### config.mk
export PLATFORM = sky130hd
export DESIGN_NAME = rv_decoder
export DESIGN_NICKNAME = d
export VERILOG_FILES = /design/src/common/rv_decode_pkg.sv /design/src/decode/alu_op_decode.sv /design/src/decode/exec_ctrl_decode.sv /design/src/decode/imm_gen.sv /design/src/source/rv_decoder.sv
export VERILOG_INCLUDE_DIRS = /design/src /design/src/common
export SDC_FILE = /design/constraint.sdc
export NUM_CORES = 1
export LEC_CHECK = 0
export BUFFER_PORTS_ARGS = -buffer_cell sky130_fd_sc_hd__clkbuf_2
export CAP_MARGIN = 10
export CORE_MARGIN = 4
export CORE_UTILIZATION = 54
export CTS_CLUSTER_DIAMETER = 40
export DETAILED_ROUTE_END_ITERATION = 12
export PLACE_DENSITY = 0.85
export SYNTH_ARGS = -nofsm -noshare
export SYNTH_HDL_FRONTEND = slang
export SYNTH_SLANG_ARGS = --single-unit
### constraint.sdc
create_clock -name i_clk -period 2.1 [get_ports i_clk]
set_input_delay 0.105 -clock i_clk [delete_from_list [all_inputs] [get_ports i_clk]]
set_output_delay 0.105 -clock i_clk [all_outputs]
set_load 0.03 [all_outputs]
### src/common/rv_decode_settings.svh
`ifndef RV_DECODE_SETTINGS_SVH
`define RV_DECODE_SETTINGS_SVH

`define RV_XLEN         32          // data and immediate width
`define RV_REG_ADDR_W   5           // x0..x31
`define RV_ALU_OP_W     5           // alu operation code
`define RV_OPCODE_W     5           // major opcode, instr[6:2]
`define RV_F3_W         3
`define RV_F7_W         7
`define RV_QUAD_32      2'b11       // instr[1:0] of a full-size word

`define RV_OP_LOAD      5'b00000
`define RV_OP_MISC_MEM  5'b00011    // fence
`define RV_OP_OP_IMM    5'b00100
`define RV_OP_AUIPC     5'b00101
`define RV_OP_STORE     5'b01000
`define RV_OP_OP        5'b01100
`define RV_OP_LUI       5'b01101
`define RV_OP_BRANCH    5'b11000
`define RV_OP_JALR      5'b11001
`define RV_OP_JAL       5'b11011
`define RV_OP_SYSTEM    5'b11100    // ecall, ebreak, csr

`define RV_F3_BEQ       3'b000
`define RV_F3_BNE       3'b001
`define RV_F3_BLT       3'b100
`define RV_F3_BGE       3'b101
`define RV_F3_BLTU      3'b110
`define RV_F3_BGEU      3'b111

`define RV_F3_ADD       3'b000      // also sub, mul
`define RV_F3_SLL       3'b001
`define RV_F3_SLT       3'b010
`define RV_F3_SLTU      3'b011
`define RV_F3_XOR       3'b100
`define RV_F3_SRL       3'b101      // also sra
`define RV_F3_OR        3'b110
`define RV_F3_AND       3'b111

`define RV_F7_ALT       7'b0100000  // sub, sra
`define RV_F7_MULDIV    7'b0000001  // m extension

`endif

### src/common/rv_decode_pkg.sv
`include "rv_decode_settings.svh"

package rv_decode_pkg;

   // order of the m-group follows funct3, MUL is 000
   typedef enum logic [`RV_ALU_OP_W-1:0] {
      ALU_ADD,
      ALU_SUB,
      ALU_SLL,
      ALU_SLT,
      ALU_SLTU,
      ALU_XOR,
      ALU_SRL,
      ALU_SRA,
      ALU_OR,
      ALU_AND,
      ALU_MUL,
      ALU_MULH,
      ALU_MULHSU,
      ALU_MULHU,
      ALU_DIV,
      ALU_DIVU,
      ALU_REM,
      ALU_REMU
   } alu_op_e;

   typedef enum logic [2:0] {
      STAGE_FETCH,   // retire, writeback happens here
      STAGE_LOAD,
      STAGE_STORE,
      STAGE_BRANCH,
      STAGE_SYSTEM,
      STAGE_TRAP     // illegal or unsupported word
   } next_stage_e;

   typedef enum logic {S1_REGVAL1, S1_PC} s1_sel_e;                    // alu operand a
   typedef enum logic [1:0] {S2_REGVAL2, S2_IMM} s2_sel_e;             // alu operand b
   typedef enum logic [1:0] {REG_IN_ALU, REG_IN_IMM} reg_input_e;      // rd write source

   typedef logic [5:0] branch_mask_t;  // eq, ne, lt, ge, ltu, geu from bit 0

   typedef struct packed {
      s1_sel_e     s1_sel;
      s2_sel_e     s2_sel;
      next_stage_e next_stage;
      logic        writeback_from_alu;  // rd <= alu result in fetch
      logic        writeback_from_imm;  // rd <= imm, lui only
      logic        next_pc_from_alu;    // jumps
      reg_input_e  reg_input_sel;
      logic        write_reg;           // link write of jal/jalr
   } exec_ctrl_t;

   typedef struct packed {
      logic [`RV_REG_ADDR_W-1:0] rs1;
      logic [`RV_REG_ADDR_W-1:0] rs2;
      logic [`RV_REG_ADDR_W-1:0] rd;
      logic [`RV_XLEN-1:0]       imm;
      alu_op_e                   alu_op;
      branch_mask_t              branch_mask;
      logic [`RV_F3_W-1:0]       funct3;
      exec_ctrl_t                ctrl;
   } decoded_t;

endpackage

### src/decode/alu_op_decode.sv
`timescale 1ns/100ps
`include "rv_decode_settings.svh"

module alu_op_decode (
   input  logic [`RV_XLEN-1:0]     i_instr,  // raw instruction word
   output rv_decode_pkg::alu_op_e  o_alu_op  // operation for exec stage
);

   logic [`RV_OPCODE_W-1:0] opcode;
   logic [`RV_F3_W-1:0]     funct3;
   logic [`RV_F7_W-1:0]     funct7;
   logic                    is_32;    // full-size encoding
   rv_decode_pkg::alu_op_e  base_op;  // plain integer op of funct3
   rv_decode_pkg::alu_op_e  mul_op;   // m-extension op of funct3

   assign opcode = i_instr[6:2];
   assign funct3 = i_instr[14:12];
   assign funct7 = i_instr[31:25];
   assign is_32  = (i_instr[1:0] == `RV_QUAD_32);

   always_comb begin
      case (funct3)
         `RV_F3_ADD:  begin base_op = rv_decode_pkg::ALU_ADD;  mul_op = rv_decode_pkg::ALU_MUL;    end
         `RV_F3_SLL:  begin base_op = rv_decode_pkg::ALU_SLL;  mul_op = rv_decode_pkg::ALU_MULH;   end
         `RV_F3_SLT:  begin base_op = rv_decode_pkg::ALU_SLT;  mul_op = rv_decode_pkg::ALU_MULHSU; end
         `RV_F3_SLTU: begin base_op = rv_decode_pkg::ALU_SLTU; mul_op = rv_decode_pkg::ALU_MULHU;  end
         `RV_F3_XOR:  begin base_op = rv_decode_pkg::ALU_XOR;  mul_op = rv_decode_pkg::ALU_DIV;    end
         `RV_F3_SRL:  begin base_op = rv_decode_pkg::ALU_SRL;  mul_op = rv_decode_pkg::ALU_DIVU;   end
         `RV_F3_OR:   begin base_op = rv_decode_pkg::ALU_OR;   mul_op = rv_decode_pkg::ALU_REM;    end
         default:     begin base_op = rv_decode_pkg::ALU_AND;  mul_op = rv_decode_pkg::ALU_REMU;   end
      endcase
   end

   always_comb begin
      o_alu_op = rv_decode_pkg::ALU_ADD;  // address calc and don't-care cases
      if (is_32 && opcode == `RV_OP_OP) begin
         if (funct7 == `RV_F7_MULDIV) begin
            o_alu_op = mul_op;
         end else if (funct7 == `RV_F7_ALT && funct3 == `RV_F3_ADD) begin
            o_alu_op = rv_decode_pkg::ALU_SUB;
         end else if (funct7 == `RV_F7_ALT && funct3 == `RV_F3_SRL) begin
            o_alu_op = rv_decode_pkg::ALU_SRA;
         end else begin
            o_alu_op = base_op;
         end
      end else if (is_32 && opcode == `RV_OP_OP_IMM) begin
         // no subi, only the shift uses funct7
         if (funct3 == `RV_F3_SRL && funct7[5]) begin
            o_alu_op = rv_decode_pkg::ALU_SRA;  // srai
         end else begin
            o_alu_op = base_op;
         end
      end
   end

endmodule

### src/decode/exec_ctrl_decode.sv
`timescale 1ns/100ps
`include "rv_decode_settings.svh"

module exec_ctrl_decode (
   input  logic [`RV_XLEN-1:0]          i_instr,        // raw instruction word
   output rv_decode_pkg::exec_ctrl_t    o_ctrl,         // exec muxes and flags
   output rv_decode_pkg::branch_mask_t  o_branch_mask   // one-hot compare select
);

   logic [`RV_OPCODE_W-1:0] opcode;
   logic [`RV_F3_W-1:0]     funct3;
   logic                    is_32;      // low bits 11
   logic                    is_branch;

   assign opcode    = i_instr[6:2];
   assign funct3    = i_instr[14:12];
   assign is_32     = (i_instr[1:0] == `RV_QUAD_32);
   assign is_branch = is_32 && (opcode == `RV_OP_BRANCH);

   always_comb begin
      o_ctrl.s1_sel             = rv_decode_pkg::S1_REGVAL1;
      o_ctrl.s2_sel             = rv_decode_pkg::S2_REGVAL2;
      o_ctrl.next_stage         = rv_decode_pkg::STAGE_TRAP;  // unless matched below
      o_ctrl.writeback_from_alu = 1'b0;
      o_ctrl.writeback_from_imm = 1'b0;
      o_ctrl.next_pc_from_alu   = 1'b0;
      o_ctrl.reg_input_sel      = rv_decode_pkg::REG_IN_ALU;
      o_ctrl.write_reg          = 1'b0;
      if (is_32) begin
         case (opcode)
            `RV_OP_OP: begin
               o_ctrl.writeback_from_alu = 1'b1;  // rd written in fetch
               o_ctrl.next_stage         = rv_decode_pkg::STAGE_FETCH;
            end
            `RV_OP_OP_IMM: begin
               o_ctrl.s2_sel             = rv_decode_pkg::S2_IMM;
               o_ctrl.writeback_from_alu = 1'b1;
               o_ctrl.next_stage         = rv_decode_pkg::STAGE_FETCH;
            end
            `RV_OP_LOAD: begin  // alu forms rs1 + imm address
               o_ctrl.s2_sel     = rv_decode_pkg::S2_IMM;
               o_ctrl.next_stage = rv_decode_pkg::STAGE_LOAD;
            end
            `RV_OP_STORE: begin
               o_ctrl.s2_sel     = rv_decode_pkg::S2_IMM;
               o_ctrl.next_stage = rv_decode_pkg::STAGE_STORE;
            end
            `RV_OP_JAL,
            `RV_OP_JALR: begin
               // target from alu, link value written to rd
               o_ctrl.s1_sel           = (opcode == `RV_OP_JAL) ? rv_decode_pkg::S1_PC
                                                                : rv_decode_pkg::S1_REGVAL1;
               o_ctrl.s2_sel           = rv_decode_pkg::S2_IMM;
               o_ctrl.write_reg        = 1'b1;
               o_ctrl.reg_input_sel    = rv_decode_pkg::REG_IN_ALU;
               o_ctrl.next_pc_from_alu = 1'b1;
               o_ctrl.next_stage       = rv_decode_pkg::STAGE_FETCH;
            end
            `RV_OP_BRANCH: begin  // alu compares rs1 and rs2
               o_ctrl.next_stage = rv_decode_pkg::STAGE_BRANCH;
            end
            `RV_OP_AUIPC: begin  // pc + upper imm
               o_ctrl.s1_sel             = rv_decode_pkg::S1_PC;
               o_ctrl.s2_sel             = rv_decode_pkg::S2_IMM;
               o_ctrl.writeback_from_alu = 1'b1;
               o_ctrl.next_stage         = rv_decode_pkg::STAGE_FETCH;
            end
            `RV_OP_LUI: begin  // imm straight into rd, alu idle
               o_ctrl.writeback_from_imm = 1'b1;
               o_ctrl.reg_input_sel      = rv_decode_pkg::REG_IN_IMM;
               o_ctrl.next_stage         = rv_decode_pkg::STAGE_FETCH;
            end
            `RV_OP_MISC_MEM: o_ctrl.next_stage = rv_decode_pkg::STAGE_FETCH;  // fence is a nop
            `RV_OP_SYSTEM:   o_ctrl.next_stage = rv_decode_pkg::STAGE_SYSTEM;
            default:         o_ctrl.next_stage = rv_decode_pkg::STAGE_TRAP;
         endcase
      end
   end

   always_comb begin
      o_branch_mask = '0;
      if (is_branch) begin
         case (funct3)
            `RV_F3_BEQ:  o_branch_mask[0] = 1'b1;
            `RV_F3_BNE:  o_branch_mask[1] = 1'b1;
            `RV_F3_BLT:  o_branch_mask[2] = 1'b1;
            `RV_F3_BGE:  o_branch_mask[3] = 1'b1;
            `RV_F3_BLTU: o_branch_mask[4] = 1'b1;
            `RV_F3_BGEU: o_branch_mask[5] = 1'b1;
            default:     o_branch_mask    = '0;  // 010 and 011 are reserved
         endcase
      end
   end

   // rd has a single write source in fetch
   always_comb begin
      assert (!(o_ctrl.writeback_from_alu && o_ctrl.writeback_from_imm))
         else $error("exec_ctrl_decode: both writeback sources set for %h", i_instr);
   end

endmodule

### src/decode/imm_gen.sv
`timescale 1ns/100ps
`include "rv_decode_settings.svh"

module imm_gen (
   input  logic [`RV_XLEN-1:0] i_instr,  // raw instruction word
   output logic [`RV_XLEN-1:0] o_imm     // immediate, already extended
);

   logic [`RV_OPCODE_W-1:0] opcode;  // instr[6:2]
   logic                    sign;    // every format takes its sign from bit 31

   assign opcode = i_instr[6:2];
   assign sign   = i_instr[31];

   always_comb begin
      case (opcode)
         `RV_OP_STORE: begin  // s-type, low part sits in the rd field
            o_imm = {{20{sign}}, i_instr[31:25], i_instr[11:7]};
         end
         `RV_OP_BRANCH: begin  // b-type, halfword offset
            o_imm = {{19{sign}}, sign, i_instr[7], i_instr[30:25],
                     i_instr[11:8], 1'b0};
         end
         `RV_OP_LUI,
         `RV_OP_AUIPC: begin  // u-type, upper 20 bits
            o_imm = {i_instr[31:12], 12'b0};
         end
         `RV_OP_JAL: begin  // j-type, scrambled offset
            o_imm = {{11{sign}}, sign, i_instr[19:12], i_instr[20],
                     i_instr[30:21], 1'b0};
         end
         default: begin
            // i-type, also loads, jalr, system
            // r-type lands here too, value unused there
            o_imm = {{20{sign}}, i_instr[31:20]};
         end
      endcase
   end

endmodule

### src/source/rv_decoder.sv
`timescale 1ns/100ps
`include "rv_decode_settings.svh"

module rv_decoder (
   input  logic                    i_clk,
   input  logic                    i_arst_n,  // async, active low
   input  logic                    i_en,      // instruction present this cycle
   input  logic [`RV_XLEN-1:0]     i_instr,
   output logic                    o_valid,   // bundle captured last cycle
   output rv_decode_pkg::decoded_t o_dec      // registered bundle
);

   logic [`RV_XLEN-1:0]          imm;
   rv_decode_pkg::alu_op_e       alu_op;
   rv_decode_pkg::exec_ctrl_t    ctrl;
   rv_decode_pkg::branch_mask_t  branch_mask;
   rv_decode_pkg::decoded_t      dec_next;     // combinational bundle

   imm_gen u_imm_gen (
      .i_instr (i_instr),
      .o_imm   (imm)
   );

   alu_op_decode u_alu_op_decode (
      .i_instr  (i_instr),
      .o_alu_op (alu_op)
   );

   exec_ctrl_decode u_exec_ctrl_decode (
      .i_instr       (i_instr),
      .o_ctrl        (ctrl),
      .o_branch_mask (branch_mask)
   );

   always_comb begin
      dec_next.rs1         = i_instr[19:15];  // fixed fields, no format check
      dec_next.rs2         = i_instr[24:20];
      dec_next.rd          = i_instr[11:7];
      dec_next.imm         = imm;
      dec_next.alu_op      = alu_op;
      dec_next.branch_mask = branch_mask;
      dec_next.funct3      = i_instr[14:12];  // load/store width for mem stage
      dec_next.ctrl        = ctrl;
   end

   always_ff @(posedge i_clk or negedge i_arst_n) begin
      if (!i_arst_n) begin
         o_valid <= 1'b0;
         o_dec   <= '0;  // all flags inactive
      end else begin
         o_valid <= i_en;
         if (i_en) begin
            o_dec <= dec_next;  // holds through idle cycles
         end
      end
   end

   // branch unit expects a single compare
   assert property (@(posedge i_clk) disable iff (!i_arst_n)
      o_valid |-> $onehot0(o_dec.branch_mask))
      else $error("rv_decoder: branch mask not one-hot %b", o_dec.branch_mask);

   assert property (@(posedge i_clk) disable iff (!i_arst_n)
      $rose(o_valid) |-> $past(i_en))
      else $error("rv_decoder: o_valid rose without i_en");  // enable-only handshake

endmodule

==> Word-level counts from Yosys, hierarchy flattened <==
Index checks and enable logic that the tools add are counted.
{ "word_totals": {"ff_bits": 74, "elab_cells": 74} }
{ "classes": {"eq_ne": 20, "muxes": 25, "n_reduce_logical": 13} }
{ "ops": {"columns": ["cell", "n"], "rows": [
  ["$pmux 31 s4", 1],
  ["$pmux 5 s7", 1],
  ["$pmux 4 s7", 1],
  ["$eq 5x5->1 const B", 4],
  ["$mux 5", 4],
  ["$eq 5x4->1 const B", 3],
  ["$pmux 3 s5", 1],
  ["$eq 3x3->1 const B", 4],
  ["$mux 1", 12],
  ["$mux 12", 1],
  ["$eq 5x3->1 const B", 2],
  ["$mux 4", 2],
  ["$eq 7x1->1 const B", 1],
  ["$eq 7x6->1 const B", 1],
  ["$reduce_or 7->1", 1],
  ["$eq 3x2->1 const B", 2],
  ["$logic_and 1x1->1", 6],
  ["$mux 6", 1],
  ["$reduce_or 6->1", 1],
  ["$eq 5x2->1 const B", 1],
  ["$logic_not 5->1", 1],
  ["$reduce_or 2->1", 2],
  ["$eq 3x1->1 const B", 1],
  ["$logic_not 3->1", 1],
  ["other kinds (3)", 3]
]} }

==> Longest topological paths before layout <==
Gate-level depths: netlist of run 1.
{ "depth": {"ltp_word": 6, "mapped_depth": 6} }

==> Hierarchy <==
Synthesis of run 1 repeated with hierarchy kept, for this count alone.
{ "unflattened": {"cells_unflattened": 304, "area_unflattened_um2": 4051.4} }
{ "modules_own_cells": {"columns": ["module", "instances", "cells_each", "area_each_um2"], "rows": [
  ["rv_decoder", 1, 155, 3088.0],
  ["imm_gen", 1, 63, 396.6],
  ["alu_op_decode", 1, 41, 295.3],
  ["exec_ctrl_decode", 1, 45, 271.5]
]} }

==> Least setup slack after synthesis of run 1 <==
No wires, ideal clock.
{ "synth_path": {"path_kind": "input to register", "startpoint": "input port i_instr[28]", "endpoint": "register o_dec[21] in the netlist's numbering", "setup_ns": 0.104, "arrival_ns": 1.261, "path_slack_ns": 0.736, "stages": 4, "path_cell_list": "or4_4 nor4b_4 mux2i_1 o41ai_2"} }
{ "synth_between": {"elab_chain_cells": 6, "word_cells_on_any_way": 8, "cone_classes": "2 x eq/ne; 4 x mux; 2 x reduce/logical"} }
{ "synth_lines": {"columns": ["element", "line_no", "text"], "rows": [
  ["from (decl)", "rv_decoder.sv:8", "input logic [`RV_XLEN-1:0] i_instr,"],
  ["$eq 7x6->1 (no source line)", null, null],
  ["$logic_and 1x1->1 (no source line)", null, null],
  ["$mux 4", "alu_op_decode.sv:41", "end else if (funct7 == `RV_F7_ALT && funct3 == `RV_F3_SRL) begin"],
  ["$mux 5", "alu_op_decode.sv:39", "end else if (funct7 == `RV_F7_ALT && funct3 == `RV_F3_ADD) begin"],
  ["$mux 5 (*)", "alu_op_decode.sv:37", "if (funct7 == `RV_F7_MULDIV) begin"],
  ["$mux 5 (*)", "alu_op_decode.sv:36", "if (is_32 && opcode == `RV_OP_OP) begin"],
  ["to (signal assigned)", "rv_decoder.sv:53", "o_dec <= dec_next;"],
  ["to (decl)", "rv_decoder.sv:10", "output rv_decode_pkg::decoded_t o_dec"]
]} }
Mark *: on every way between the ends. The rest lies on a longest branch, timed or not.
A chain may end at the register's enable or synchronous reset.

==> Worst setup path in the final report of run 1 <==
{ "layout_path": {"startpoint": "input port i_instr[31]", "endpoint": "register o_dec[21] in the netlist's numbering"} }
Same word-level chain as after synthesis.

==> results by group, run 1 <==
Place
  – Final HPWL DP: 5680 um
  – Dpl ws: 0.552 ns
  – IO Port Bufs: 106
  – Final Wtd Congestion: 0.809

STA
  – Final Hold Fails: 0
  – Worst Skew: 0 ns
  – Fmax: 825 MHz
  – Final setup viols: 0
  – RSZ-0062 raised after global routing: false
  – Final Max Slew Viols: 0
  – TNS Setup: 0 ns
  – Period utilization: 57.7%
  – Final setup margin: 0.887 ns
  – Worst-margin pin slew: 0.792 ns
  – Max-Slew Margin vs Limit: 47.1%
  – Final period demand of the worst path: 1.21 ns
  – WHS: 0.0113 ns

CTS
  – Clock Sinks: 70
  – Clk_lat worst skew: 0.32 ns
  – Max clock buf depth: 2
  – Post-CTS Resized: 0
  – # H-tree levels: 3
  – CTS clk-pin slew, worst paths: 0.07 ns
  – Num CTS Buffers: 9
  – Setup repair bufs after CTS: 0
  – CTS tree: built
  – CTS Root Cell: clkbuf_8

Synth
  – Netlist cell types: 51
  – FF+latch count, synth: 70
  – Register area share after synthesis: 55.3%
  – Synthesized instance count: 306
  – Syn Area/Cell: 10.4 um^2
  – Async SR Flop Fraction: 100%
  – Synth Flop Type: dfrtp_1
  – Syn. warnings: 0
  – Number of synthesized flops with an enable pin: 0
  – Post-Synthesis Cell Area: 0.00317 mm^2

Floorplanning
  – Die width: 84.6 um
  – CORE AREA: 0.00561 mm^2
  – I/O pin count: 109
  – # rows: 27
  – Die Span Y: 84.6 um
  – Starting Density: 56.5%
  – Die area: 0.00716 mm^2

Global route
  – First-pass GRT wire length: 13100 um
  – Grt total ovfl: 0
  – Largest net degree at the start of global routing: 55
  – Global Route Usage Sum: 22.5%
  – M2 GR Usage: 36.0%
  – M3 GR Usage: 6.08%
  – Vias in the first global route: 2769
  – Initial antenna violation count: 0
  – Global Route met1 Usage: 29.9%
  – GR peak layer: met2

Routing
  – Drt initial violations: 117
  – # DRC: 0
  – Initial DRT Pass Iterations: 5
  – Vias/cell: 5.61
  – Via count: 2694
  – Routed Antenna Nets: 0
  – Avg WL per Cell: 16.4 um
  – Routed WL: 7860 um

Worst hold path
  – Worst min-delay path category: input port to register
  – Hold path depth: 3
  – Hold Crit Start: i_instr[19]

Job
  – Max-cap violation count: 0

Power and ir drop
  – Pwr per Cell Area: 812 mW/mm^2
  – Leak pwr: 1.92 nW
  – PnR Total Power: 3.20 mW
  – Peak supply drop: 0.000502 V

Critical path
  – Top fanout value on the critical path: 6
  – Crit start category: input port
  – Arr. time, crit path: 1.44 ns
  – Reg-to-reg startpoint: o_dec[21]$_DFFE_PN0P_
  – Worst Setup SP: i_instr[31]
  – Crit end category: register
  – R2R cell count: 2
  – CP Class: input port to register
  – Worst Path Required: 2.33 ns

Status
  – Status: complete, no violations

Final layout
  – Most frequent cells in the layout: clkbuf_2 (105), dfrtp_1 (70), a21oi_1 (28), nor2_1 (26), nand2_1 (26)
  – Synthesis-to-finish area growth: 24.3%
  – Diode count: 0
  – Commonest non-fill, non-tap cell in the layout: clkbuf_2
  – Layout cells sized above 1: 35.3%
  – NumNets Final: 439
==> sequential cells by signal (all words and copies together), names as in the netlist <==
name	cells
o_valid	1
o_dec	69
==> cells in the mapped netlist, types with 2 or more instances <==
library cell / instances / area (um^2)
a2bb2oi_1: 4 / 35.0
buf_4: 4 / 30.0
nand2b_1: 6 / 37.5
a31oi_1: 2 / 12.5
o21ai_0: 11 / 55.1
o22ai_1: 3 / 18.8
nand3_1: 4 / 20.0
nor3b_1: 2 / 15.0
and2_1: 2 / 12.5
clkbuf_1: 20 / 75.1
o32ai_1: 3 / 26.3
mux2_2: 11 / 124
nor4b_1: 2 / 17.5
buf_1: 3 / 11.3
nand2_1: 26 / 97.6
a21o_1: 2 / 15.0
nor2b_1: 3 / 18.8
inv_1: 18 / 67.6
nand3b_1: 4 / 30.0
a32o_1: 3 / 30.0
nor2_1: 26 / 97.6
o221ai_1: 5 / 43.8
a221oi_1: 4 / 35.0
o2bb2ai_1: 13 / 114
a21oi_1: 28 / 140
a22o_1: 2 / 17.5
dfrtp_1: 70 / 1750
and3_1: 2 / 12.5
==> report_power, final <==
part,switching (mW),total [mW],internal [mW]
clock network,0.477,1.05,0.571
logic,0.449,0.642,0.194
registers,0.0568,1.51,1.45
==> area by class of cell <==
class                           instances  area, um^2
Fill cell                             465        1670
Inverter                               19        71.3
Clock inverter                          4        47.5
Sequential cell                        70        1750
Multi-Input combinational cell        190        1240
Tap cell                               72        90.1
Clock buffer                           11         141
Timing Repair Buffer                  114         593
==> critical path, cell delays in order <==
cell and delay, ns:
clkbuf_2 0.13, or4_4 0.54, nor4b_4 0.23, mux2i_1 0.12, o41ai_2 0.31
==> cell families after synthesis <==
kind of cell / count (synthesis) / synth area share [%]
AO/OA/AOI/OAI: 87 / 19.1
multiplexers: 13 / 4.58
flip-flops: 70 / 55.3
buffers and inverters: 47 / 6.08
XOR/XNOR: 1 / 0.276
AND/OR/NAND/NOR: 87 / 14.6
other: 1 / 0.118
==> routing by layer <==
metal  part of all wire, %  vias up
met5                     0        -
met4                  0.92        0
met3                   6.9        8
met2                    48       97
met1                    45     1315
li1                      -     1274
==> repair_timing <==
item                                   CTS  global route
hold buffers                             1             0
endpoints found under the hold margin   20             0
setup endpoints to repair                0             0
==> metrics by stage <==
step,area [um^2],instances,utilization (%)
after floorplan,3170,307,-
after global placement,3740,464,66.7
after detailed placement,3740,464,66.7
after CTS,3940,480,70.2
after global routing,3940,480,70.2
final,3940,480,70.2
==> path summary, 6_finish.rpt <==
| check | end | slack [ns] |
|---|---|---|
| min reg2reg | o_dec[15]$_DFFE_PN0P_ | 0.49 |
| max in group asynchronous | o_dec[69]$_DFFE_PN0P_ | 1.08 |
| max | o_dec[21]$_DFFE_PN0P_ | 0.89 |
| max reg2reg | o_dec[21]$_DFFE_PN0P_ | 1.28 |
| min | o_dec[72]$_DFFE_PN0P_ | 0.01 |
| min in group asynchronous | o_dec[12]$_DFFE_PN0P_ | 0.26 |
Power figures use the tool's default switching activity.
==> inputs of run 2 (changes only) <==
--- a/config.mk
+++ b/config.mk
@@ -9,10 +9,10 @@
 export BUFFER_PORTS_ARGS = -buffer_cell sky130_fd_sc_hd__clkbuf_2
 export CAP_MARGIN = 10
 export CORE_MARGIN = 4
-export CORE_UTILIZATION = 54
+export CORE_UTILIZATION = 45
 export CTS_CLUSTER_DIAMETER = 40
 export DETAILED_ROUTE_END_ITERATION = 12
-export PLACE_DENSITY = 0.85
+export PLACE_DENSITY = 0.76
 export SYNTH_ARGS = -nofsm -noshare
 export SYNTH_HDL_FRONTEND = slang
 export SYNTH_SLANG_ARGS = --single-unit
==> constraint.sdc (replaced) <==
create_clock -name i_clk -period 1.1 [get_ports i_clk]
set_input_delay 0.055 -clock i_clk [delete_from_list [all_inputs] [get_ports i_clk]]
set_output_delay 0.055 -clock i_clk [all_outputs]
set_load 0.03 [all_outputs]
==> run 2 against run 1 <==
  * The run now ends with negative setup slack left
  * Clock skew unchanged
  * Sequential share of layout area is 4.8 points lower
  * Non-clock buffer count rose by 42
  * Hold slack better by 0.012 ns
  * Largest cell class unchanged
==> results by group, run 2 (same netlist as run 1, synthesis figures left out) <==
Status
  – Status: finished with violations
  – Failing checks: negative setup slack

STA
  – Fmax: 891 MHz
  – RSZ-0062 raised after global routing: true
  – Final setup margin: -0.0219 ns (-0.909 ns)
  – Final setup viols: 1 (+1)
  – Final Max Slew Viols: 0 (unchanged)
  – Period utilization: 102%
  – WHS: 0.0235 ns (+0.0122 ns)
  – Worst Skew: 0 ns (unchanged)
  – Final Hold Fails: 0 (unchanged)
  – Final period demand of the worst path: 1.12 ns
  – TNS Setup: -0.0219 ns (-0.0219 ns)

Place
  – IO Port Bufs: 106 (unchanged)
  – Final Wtd Congestion: 0.840 (+3.8%)
  – Placed Cells: 520 (+12%)
  – Final HPWL DP: 6110 um (+7.6%)
  – Dpl ws: -0.407 ns (-0.959 ns)

Final layout
  – Synthesis-to-finish area growth: 39.4%
  – NumNets Final: 481 (+9.6%)
  – Layout cells sized above 1: 40.5% (+5.2 points)
  – Commonest non-fill, non-tap cell in the layout: clkbuf_2
  – Final Util: 64.7% (-5.5 points)
  – Diode count: 0 (unchanged)
  – Most frequent cells in the layout: clkbuf_2 (104), dfrtp_1 (70), buf_4 (35), a21oi_1 (28)
  – Top Registers: o_dec x69, o_valid x1
  – Largest Register: o_dec
  – Post-Layout Cell Count: 545 (+14%)
  – Max reg flops: 69 (unchanged)

Critical path
  – Arr. time, crit path: 1.35 ns (-0.09 ns)
  – Crit end category: register
  – FF-to-FF setup slack: 0.27 ns (-1.01 ns)
  – Worst reg2reg endpoint: o_dec[21]$_DFFE_PN0P_
  – Reg-to-reg startpoint: o_dec[21]$_DFFE_PN0P_
  – Worst Path Required: 1.33 ns (-1.00 ns)
  – CP Class: input port to register
  – Crit path buffers/inverters: 1 (unchanged)
  – R2R cell count: 2 (unchanged)
  – Critical path's top delay family: simple AND/OR/NAND/NOR gates
  – Crit start category: input port
  – Top fanout value on the critical path: 2 (-4)
  – Slowest CP cell: or4_4
  – CP Cell Sequence: buf_6 > or4_4 > nor4b_4 > mux2i_1 > o41ai_2
  – CP max stage delay: 0.54 ns (about the same)

Global route
  – First-pass GRT wire length: 14200 um (+8.2%)
  – Grt total ovfl: 0 (unchanged)
  – Initial antenna violation count: 0 (unchanged)
  – Vias in the first global route: 2876 (+3.9%)
  – Global Route Usage Sum: 21.0% (-1.6 points)
  – Largest net degree at the start of global routing: 71 (+29%)

Routing
  – Via count: 2825 (+4.9%)
  – Routed Antenna Nets: 0 (unchanged)
  – Vias/cell: 5.18 (-7.6%)
  – Initial DRT Pass Iterations: 4 (-1)
  – Routed WL: 8430 um (+7.2%)
  – # DRC: 0 (unchanged)
  – Avg WL per Cell: 15.5 um (-5.5%)
  – Drt initial violations: 152 (+30%)

Worst hold path
  – Hold Crit Start: i_instr[22]
  – Hold path depth: 3 (unchanged)
  – Worst hold endpoint: o_dec[28]$_DFFE_PN0P_
  – Worst min-delay path category: input port to register

CTS
  – # H-tree levels: 3 (unchanged)
  – Setup repair bufs after CTS: 0 (unchanged)
  – Clk_lat worst skew: 0.33 ns (about the same)
  – Max clock buf depth: 2 (unchanged)
  – CTS Root Cell: clkbuf_8
  – CTS clk-pin slew, worst paths: 0.07 ns (about the same)
  – CTS tree: built
  – Num CTS Buffers: 9 (unchanged)
  – Clock Sinks: 70 (unchanged)

Floorplanning
  – Die area: 0.00845 mm^2 (+18%)
  – # rows: 30 (+11%)
  – Die Span Y: 91.9 um (+8.6%)
  – CORE AREA: 0.00683 mm^2 (+22%)
  – Starting Density: 46.4% (-10 points)
  – I/O pin count: 109 (unchanged)
  – Die width: 91.9 um (+8.6%)

Power and ir drop
  – Flop pwr share: 45.9% (-1.2 points)
  – Peak supply drop: 0.000820 V (+63%)
  – Internal power: 4.40 mW (+99%)
  – Pwr per Cell Area: 1420 mW/mm^2 (+75%)
  – Leak pwr: 2.16 nW (+12%)
  – Switch share: 29.8% (-0.97 points)
  – Clock share of power: 32.1% (-0.7 points)
  – Comb power frac: 22.0% (+1.9 points)
  – Switch Pwr: 1.87 mW (+90%)

Job
  – Max-cap violation count: 0 (unchanged)
[run 2: changes by cell type in the layout (fill, tap and decap cells not counted), sizes merged]
cell         before  now
buf               8   41
clkbuf          116  117
clkinv            2    0
clkinvlp          1    0
dlygate4sd3       1   11
[run 2: cell type report]
| class | count | area (um^2) |
|---|---|---|
| well taps | 96 | 120 |
| repair buffers | 156 | 990 |
| clock buffers | 13 | 159 |
| fillers | 588 | 2410 |
| flip-flops and latches | 70 | 1750 |
| clock inverters | 1 | 30.0 |
| inverters | 19 | 71.3 |
| multi-input cells | 190 | 1300 |
[run 2: per-stage QoR]
| step | cell area, um^2 | power, mW |
|---|---|---|
| 6_report | 4420 | 6.27 |
| 2_1_floorplan | 3220 | 3.72 |
| 4_1_cts | 4400 | 6.33 |
| 3_5_place_dp | 4100 | 4.27 |
| 5_1_grt | 4420 | 6.61 |
| 3_3_place_gp | 4100 | 4.24 |
[run 2: tightest hold or removal path, cell delays in order]
cell	delay, ns
clkbuf_2	0.12
a221oi_2	0.06
nor2_1	0.08
[run 2: worst max-delay path by stage]
stage / startpoint / endpoint / slack, ns / cells after the start
after global placement: i_instr[28] / o_dec[21]$_DFFE_PN0P_ / -0.34 / 5
after detailed placement: i_instr[28] / o_dec[21]$_DFFE_PN0P_ / -0.41 / 5
after CTS: i_instr[28] / o_dec[21]$_DFFE_PN0P_ / -0.01 / 5
final: i_instr[28] / o_dec[21]$_DFFE_PN0P_ / -0.02 / 5
after floorplan: i_instr[28] / o_dec[21]$_DFFE_PN0P_ / -0.21 / 4
after global routing: i_instr[28] / o_dec[21]$_DFFE_PN0P_ / -0.05 / 5
[run 2: power groups by stage]
stage / logic [mW] / clock network (mW) / registers, mW
after floorplan: 0.412 / 0 / 3.31
after global placement: 1.33 / 0 / 2.91
after detailed placement: 1.35 / 0 / 2.92
after CTS: 1.38 / 2.08 / 2.88
after global routing: 1.49 / 2.22 / 2.90
final: 1.38 / 2.01 / 2.88
[run 2: timing repair]
action                                  CTS  global route
gates resized for setup                   0             4
pin swaps                                 1             0
hold buffers                             11             0
cloned                                    0             0
endpoints found under the setup margin    1            13
endpoints found under the hold margin    85             0
[run 2: metal layers]
metal  vias up  GRT usage, %  share of wire [%]
met2        80          34.2                 50
li1       1363             -                  -
met3        11          4.92                5.4
met4         0          6.68                1.6
met1      1371          27.6                 43
met5         -             0                  0
